===== config.mk =====
export PLATFORM = sky130hd
export DESIGN_NAME = classifierTop
export DESIGN_NICKNAME = d
export VERILOG_FILES = /design/src/verilog/nnPkg.sv /design/src/verilog/classifierTop.sv /design/src/verilog/argmaxStage.sv /design/src/verilog/denseLayer.sv /design/src/verilog/neuronNode.sv /design/src/verilog/featureIngress.sv
export VERILOG_INCLUDE_DIRS = /design/src /design/src/verilog
export SDC_FILE = /design/constraint.sdc
export NUM_CORES = 2
export LEC_CHECK = 0
export BUFFER_PORTS_ARGS = -buffer_cell sky130_fd_sc_hd__buf_2
export CAP_MARGIN = 20
export CORE_MARGIN = 5
export CORE_UTILIZATION = 65
export DETAILED_ROUTE_END_ITERATION = 10
export PLACE_DENSITY = 0.82
export SLEW_MARGIN = 40
export SYNTH_ARGS = -nofsm -noshare
export SYNTH_HDL_FRONTEND = slang
export SYNTH_HIERARCHICAL = 1
export SYNTH_SLANG_ARGS = --single-unit

===== constraint.sdc =====
create_clock -name clk -period 13.1 [get_ports clk]
set_clock_uncertainty 0.05 [all_clocks]
set_input_delay 1.31 -clock clk [delete_from_list [all_inputs] [get_ports clk]]
set_output_delay 1.31 -clock clk [all_outputs]
set_load 0.05 [all_outputs]

===== src/verilog/nn_cfg.svh =====
`ifndef NN_CFG_SVH
`define NN_CFG_SVH

// Layer sizes.
`define NN_INPUTS 15
`define NN_NEURONS 4
`define NN_WIDTH 8

// Ingress queue depth, equal to the sender's starting credits.
`define NN_IN_CREDITS 4
// Results the consumer can hold before it returns credits.
`define NN_OUT_CREDITS 2

// Weight tables list input 14 first and input 0 last.
`define NN_WEIGHTS_0 { \
	8'shFB, 8'sh11, 8'sh4F, 8'sh9F, 8'shAE, 8'shF4, 8'sh60, 8'sh1F, \
	8'shFA, 8'shF8, 8'sh66, 8'shBE, 8'sh03, 8'shCF, 8'shD0 }
`define NN_BIAS_0 8'shFF

`define NN_WEIGHTS_1 { \
	8'sh05, 8'sh1A, 8'shE3, 8'sh22, 8'sh07, 8'shC9, 8'sh14, 8'sh3B, \
	8'shF1, 8'sh0C, 8'shD6, 8'sh29, 8'sh44, 8'shEE, 8'sh12 }
`define NN_BIAS_1 8'sh04

`define NN_WEIGHTS_2 { \
	8'shE8, 8'sh31, 8'sh0B, 8'shD2, 8'sh19, 8'sh27, 8'shFE, 8'shC4, \
	8'sh36, 8'sh02, 8'sh1D, 8'shF6, 8'shB8, 8'sh0F, 8'sh2C }
`define NN_BIAS_2 8'shFA

`define NN_WEIGHTS_3 { \
	8'sh13, 8'shDD, 8'sh08, 8'sh3E, 8'shCB, 8'shF3, 8'sh25, 8'sh0A, \
	8'shE1, 8'sh4A, 8'shFC, 8'sh17, 8'shD9, 8'sh2E, 8'shF0 }
`define NN_BIAS_3 8'sh00

`endif

===== src/verilog/nnPkg.sv =====
`include "nn_cfg.svh"

package nnPkg;

	// One signed input activation or weight.
	typedef logic signed [`NN_WIDTH-1:0] actByte;

	// One ReLU output, never negative.
	typedef logic [`NN_WIDTH-1:0] reluByte;

	// Element selects stay signed through the named element type.
	typedef actByte [`NN_INPUTS-1:0] featureVec;

	typedef reluByte [`NN_NEURONS-1:0] activationVec;

	typedef logic [$clog2(`NN_NEURONS)-1:0] classIndex;

	// Winning class and its activation.
	typedef struct packed
	{
		classIndex index;
		reluByte score;
	} classResult;

endpackage


===== src/verilog/classifierTop.sv =====
`timescale 1ns/1ps

module classifierTop import nnPkg::*;
(
	input logic clk,
	input logic reset,
	input logic featureValid,
	input featureVec features,
	output logic featureCredit,
	output logic resultValid,
	output classResult result,
	input logic resultCredit
);

	logic launchValid;
	featureVec launchVec;
	logic actValid;
	activationVec acts;

	featureIngress i_featureIngress (
		.clk(clk),
		.reset(reset),
		.featureValid(featureValid),
		.features(features),
		.featureCredit(featureCredit),
		.resultCredit(resultCredit),
		.launchValid(launchValid),
		.launchVec(launchVec)
	);

	denseLayer i_denseLayer (
		.clk(clk),
		.reset(reset),
		.launchValid(launchValid),
		.launchVec(launchVec),
		.actValid(actValid),
		.acts(acts)
	);

	argmaxStage i_argmaxStage (
		.clk(clk),
		.reset(reset),
		.actValid(actValid),
		.acts(acts),
		.resultValid(resultValid),
		.result(result)
	);

endmodule


===== src/verilog/argmaxStage.sv =====
`timescale 1ns/1ps
`include "nn_cfg.svh"

module argmaxStage import nnPkg::*;
(
	input logic clk,
	input logic reset,
	input logic actValid,
	input activationVec acts,
	output logic resultValid,
	output classResult result
);

	classIndex bestIdx;
	reluByte bestScore;

	// The strict compare leaves a tie with the lower index.
	always_comb
	begin
		bestIdx = '0;
		bestScore = acts[0];
		for (int n = 1; n < `NN_NEURONS; n++)
		begin
			if (acts[n] > bestScore)
			begin
				bestIdx = classIndex'(n);
				bestScore = acts[n];
			end
		end
	end

	always_ff @(posedge clk)
	begin
		result.index <= bestIdx;
		result.score <= bestScore;
	end

	always_ff @(posedge clk)
	begin
		if (reset)
			resultValid <= 1'b0;
		else
			resultValid <= actValid;
	end

	// Score is the largest activation and no lower index reaches it.
	for (genvar n = 0; n < `NN_NEURONS; n++)
	begin : g_check
		assert property (@(posedge clk) disable iff (reset)
			resultValid |-> $past(acts[n]) <= result.score
				&& (result.index != classIndex'(n) || $past(acts[n]) == result.score)
				&& (result.index <= classIndex'(n) || $past(acts[n]) < result.score))
			else $error("argmaxStage: result is not the first largest activation.");
	end

endmodule


===== src/verilog/denseLayer.sv =====
`timescale 1ns/1ps
`include "nn_cfg.svh"

module denseLayer import nnPkg::*;
(
	input logic clk,
	input logic reset,
	input logic launchValid,
	input featureVec launchVec,
	output logic actValid,
	output activationVec acts
);

	localparam int Depth = 3;

	localparam featureVec WeightTable [`NN_NEURONS] = '{
		`NN_WEIGHTS_0,
		`NN_WEIGHTS_1,
		`NN_WEIGHTS_2,
		`NN_WEIGHTS_3
	};

	localparam actByte BiasTable [`NN_NEURONS] = '{
		`NN_BIAS_0,
		`NN_BIAS_1,
		`NN_BIAS_2,
		`NN_BIAS_3
	};

	logic [Depth-1:0] validPipe;

	for (genvar n = 0; n < `NN_NEURONS; n++)
	begin : g_neuron
		neuronNode #(
			.weights(WeightTable[n]),
			.bias(BiasTable[n])
		) i_neuronNode (
			.clk(clk),
			.reset(reset),
			.acts(launchVec),
			.activation(acts[n])
		);
	end

	// Tracks vectors through input, sum and ReLU registers.
	always_ff @(posedge clk)
	begin
		if (reset)
			validPipe <= '0;
		else
			validPipe <= {validPipe[Depth-2:0], launchValid};
	end

	assign actValid = validPipe[Depth-1];

endmodule


===== src/verilog/neuronNode.sv =====
`timescale 1ns/1ps
`include "nn_cfg.svh"

module neuronNode import nnPkg::*;
#(
	parameter featureVec weights = `NN_WEIGHTS_0,
	parameter actByte bias = `NN_BIAS_0
)
(
	input logic clk,
	input logic reset,
	input featureVec acts,
	output logic [`NN_WIDTH-1:0] activation
);

	featureVec actsReg;
	actByte macSum;
	actByte sumReg;

	// Products keep their low byte, the sum wraps modulo 256.
	always_comb
	begin
		macSum = bias;
		for (int i = 0; i < `NN_INPUTS; i++)
			macSum = macSum + actByte'(actsReg[i] * weights[i]);
	end

	// Input capture.
	always_ff @(posedge clk)
	begin
		actsReg <= acts;
	end

	always_ff @(posedge clk)
	begin
		if (reset)
		begin
			sumReg <= '0;
			activation <= '0;
		end
		else
		begin
			sumReg <= macSum;
			// ReLU on the sign bit.
			if (sumReg[`NN_WIDTH-1])
				activation <= '0;
			else
				activation <= sumReg;
		end
	end

endmodule


===== src/verilog/featureIngress.sv =====
`timescale 1ns/1ps
`include "nn_cfg.svh"

module featureIngress import nnPkg::*;
(
	input logic clk,
	input logic reset,
	input logic featureValid,
	input featureVec features,
	output logic featureCredit,
	input logic resultCredit,
	output logic launchValid,
	output featureVec launchVec
);

	localparam int Depth = `NN_IN_CREDITS;
	localparam int PtrW = $clog2(Depth);
	localparam int CountW = $clog2(Depth + 1);
	// One spare value so an excess credit shows up.
	localparam int OutW = $clog2(`NN_OUT_CREDITS + 2);

	featureVec queueMem [Depth];
	logic [PtrW-1:0] rdPtr;
	logic [PtrW-1:0] wrPtr;
	logic [CountW-1:0] count;
	logic [OutW-1:0] outCredits;

	logic queueEmpty;
	logic queueFull;
	logic haveCredit;
	logic launch;
	logic bypass;
	logic push;
	logic pop;

	function automatic logic [PtrW-1:0] nextPtr(input logic [PtrW-1:0] ptr);
		if (ptr == PtrW'(Depth - 1))
			return '0;
		return ptr + 1'b1;
	endfunction

	assign queueEmpty = count == '0;
	assign queueFull = count == CountW'(Depth);
	assign haveCredit = outCredits != '0;

	// Launch from the head, or straight from the link when the queue is empty.
	assign launch = haveCredit && (!queueEmpty || featureValid);
	assign bypass = launch && queueEmpty;
	assign pop = launch && !queueEmpty;
	assign push = featureValid && !bypass;

	always_ff @(posedge clk)
	begin
		if (push)
			queueMem[wrPtr] <= features;
		if (launch)
			launchVec <= bypass ? features : queueMem[rdPtr];
	end

	always_ff @(posedge clk)
	begin
		if (reset)
		begin
			rdPtr <= '0;
			wrPtr <= '0;
			count <= '0;
			outCredits <= OutW'(`NN_OUT_CREDITS);
			launchValid <= 1'b0;
			featureCredit <= 1'b0;
		end
		else
		begin
			launchValid <= launch;
			// Every launch frees the slot its beat was charged to.
			featureCredit <= launch;
			if (push)
				wrPtr <= nextPtr(wrPtr);
			if (pop)
				rdPtr <= nextPtr(rdPtr);
			case ({push, pop})
				2'b10: count <= count + 1'b1;
				2'b01: count <= count - 1'b1;
				default: count <= count;
			endcase
			case ({launch, resultCredit})
				2'b10: outCredits <= outCredits - 1'b1;
				2'b01: outCredits <= outCredits + 1'b1;
				default: outCredits <= outCredits;
			endcase
		end
	end

	// Sender beat without a credit.
	assert property (@(posedge clk) disable iff (reset) !(push && queueFull))
		else $error("featureIngress: push into a full queue.");

	// Consumer returned more credits than it was given.
	assert property (@(posedge clk) disable iff (reset) outCredits <= OutW'(`NN_OUT_CREDITS))
		else $error("featureIngress: output credits above %0d.", `NN_OUT_CREDITS);

endmodule


==> impl_metrics.ini <==
[run_status]
status = complete, no violations

[critical_path]
critPathSlowestCell = fa_1
path_max_fanout = 4
worst-path-buf-inv = 4
reg2reg_to = i_denseLayer/g_neuron[0].i_neuronNode/sumReg[7]
arrival_ns = 9.70
crit_end = i_denseLayer/g_neuron[0].i_neuronNode/sumReg[7]
rr_worst_depth = 26
cp-startpoint = i_denseLayer/g_neuron[0].i_neuronNode/actsReg[26]
crit_family = adder cells
cp.depth = 26
critical-path-max-stage-delay_ns = 0.58
cp-end-kind = register
crit_top_cell = fa_1
r2r-start = i_denseLayer/g_neuron[0].i_neuronNode/actsReg[26]
critPathLaunchType = register
worstPathRequired_ns = 13.59
r2r_setup_slack_ns = 3.88
path_class = register to register

[clock_tree]
cts.path.max_buffers = 3
cts_resized = 0
hold_buffers = 0
cts.sinks = 1099
path_clk_slew_ns = 0.06
cts_htree_levels = 3
clkLatencyLatePin_ns = 0.69
cts_tree = yes
clock-root-buffer = clkbuf_16
post-cts-setup-buffer-count = 0
cts_inserted_buffers = 108

[route]
viasPerCell = 5.613
drt-initial-drc-count = 3024
wire_per_inst_um = 26.19
via_count = 31300
post-route-drc-count = 0
dr.pass1.iters = 5
drt-total-wl_mm = 146.0
ant_nets = 0

[sta]
maxSlewHeadroom_pct = 38.59
setup_slack_ns = 3.885
rsz0062_at_grt = no
worst-slew-pin-transition_ns = 0.9211
fin_crit_sh_pct = 70.35
tns_ns = 0
setup_violations = 0
max_freq_mhz = 108.5
maxSlewViolCount = 0
period_minus_slack_ns = 9.215
finalHoldViolations = 0

[die]
die_area_um2 = 97300
ios = 136
initial_core_util_pct = 65.63
die_y_um = 311.9
num_rows = 110
core_area_um2 = 90290
die_x_um = 311.9

[global_routing]
grt_usage_pct = 30.20
grt_pass1_vias = 33150
grt-ovfl-total = 0
antenna_found_initial = 57
grt_pass1_wl_mm = 212.8
grt_max_degree = 62

[run]
maxCapViolCount = 0

[layout]
fillers = 5750
drive_gt1_share_pct = 13.95
syn_to_final_growth_pct = 9.806
nets = 5500
fin_area_um2 = 65060

[placed_design]
port_buffers = 133
pre_cts_slack_ns = 3.845
placed_area_um2 = 61250
dpl.hpwl_mm = 106.0
place_congestion = 0.9925

[logic_synthesis]
syn_nets = 5286
yosysWarnings = 6
syn_area_um2 = 59250
syn_inst = 4043
syn_avg_cell_area_um2 = 14.66

[hold_path]
hp-class = register to register
==> how the worst min path moves through the flow <==
stage / start / end / slack, ns / cells past startpoint
global placement: i_featureIngress/launchVec[39] / i_denseLayer/g_neuron[2].i_neuronNode/actsReg[39] / 0.28 / 0
global route: i_featureIngress/launchVec[39] / i_denseLayer/g_neuron[2].i_neuronNode/actsReg[39] / 0.31 / 0
CTS: i_featureIngress/launchVec[39] / i_denseLayer/g_neuron[2].i_neuronNode/actsReg[39] / 0.30 / 0
detailed placement: i_featureIngress/launchVec[39] / i_denseLayer/g_neuron[2].i_neuronNode/actsReg[39] / 0.28 / 0
floorplan: i_featureIngress/launchVec[95] / i_denseLayer/g_neuron[0].i_neuronNode/actsReg[95] / 0.27 / 0
finish: i_featureIngress/launchVec[39] / i_denseLayer/g_neuron[2].i_neuronNode/actsReg[39] / 0.30 / 0
==> state kept, by name (all words and copies together), names as in the netlist, named ones only <==
name,flops
i_denseLayer/g_neuron.i_neuronNode/activation,28
i_argmaxStage/result,10
i_featureIngress/outCredits,2
i_featureIngress/rdPtr,2
i_denseLayer/validPipe,3
i_featureIngress/launchValid,1
i_denseLayer/g_neuron.i_neuronNode/sumReg,32
i_argmaxStage/resultValid,1
i_featureIngress/wrPtr,2
i_featureIngress/queueMem,472
i_denseLayer/g_neuron.i_neuronNode/actsReg,423
i_featureIngress/launchVec,118
i_featureIngress/count,3
==> routing by layer <==
| metal | share of wire, % | global-route usage (%) | vias up |
|---|---|---|---|
| met3 | 9.5 | 7.609 | 328 |
| met4 | 4.9 | 13.94 | 14 |
| li1 | - | - | 13790 |
| met2 | 48 | 47.65 | 1395 |
| met1 | 38 | 40.05 | 15770 |
| met5 | 0.064 | 0 | - |
==> cell usage in the layout (no fill, tap or decap), types with 99 or more instances in the layout <==
cell type	count
buf_2	133
clkbuf_16	110
dfxtp_1	507
edfxtp_1	590
fa_1	494
ha_1	625
inv_1	810
mux2_4	99
mux4_2	118
xnor2_1	384
==> area by class of cell <==
class                           count  area (um2)  share of cell area (%)
Multi-Input combinational cell   2083       27980                   43.00
Antenna cell                       49       122.6                  0.1885
Sequential cell                  1099       27910                   42.90
Clock inverter                     62       584.3                  0.8980
Clock buffer                      142        3044                   4.679
Tap cell                         1176        1471                   2.261
Timing Repair Buffer              156       905.9                   1.392
Inverter                          809        3042                   4.675
==> metrics by stage <==
stage,hold WS [ns],util [%],instances
CTS,0.2966,71.85,5524
detailed placement,0.2819,67.84,5320
global route,0.3111,71.96,5538
finish,0.2957,72.06,5576
global placement,0.2751,67.79,5318
floorplan,0.2733,-,4043
Power is left out: the tool's default activity adds up to more than one toggle a clock period on the data nets, which glitch-free logic cannot reach.
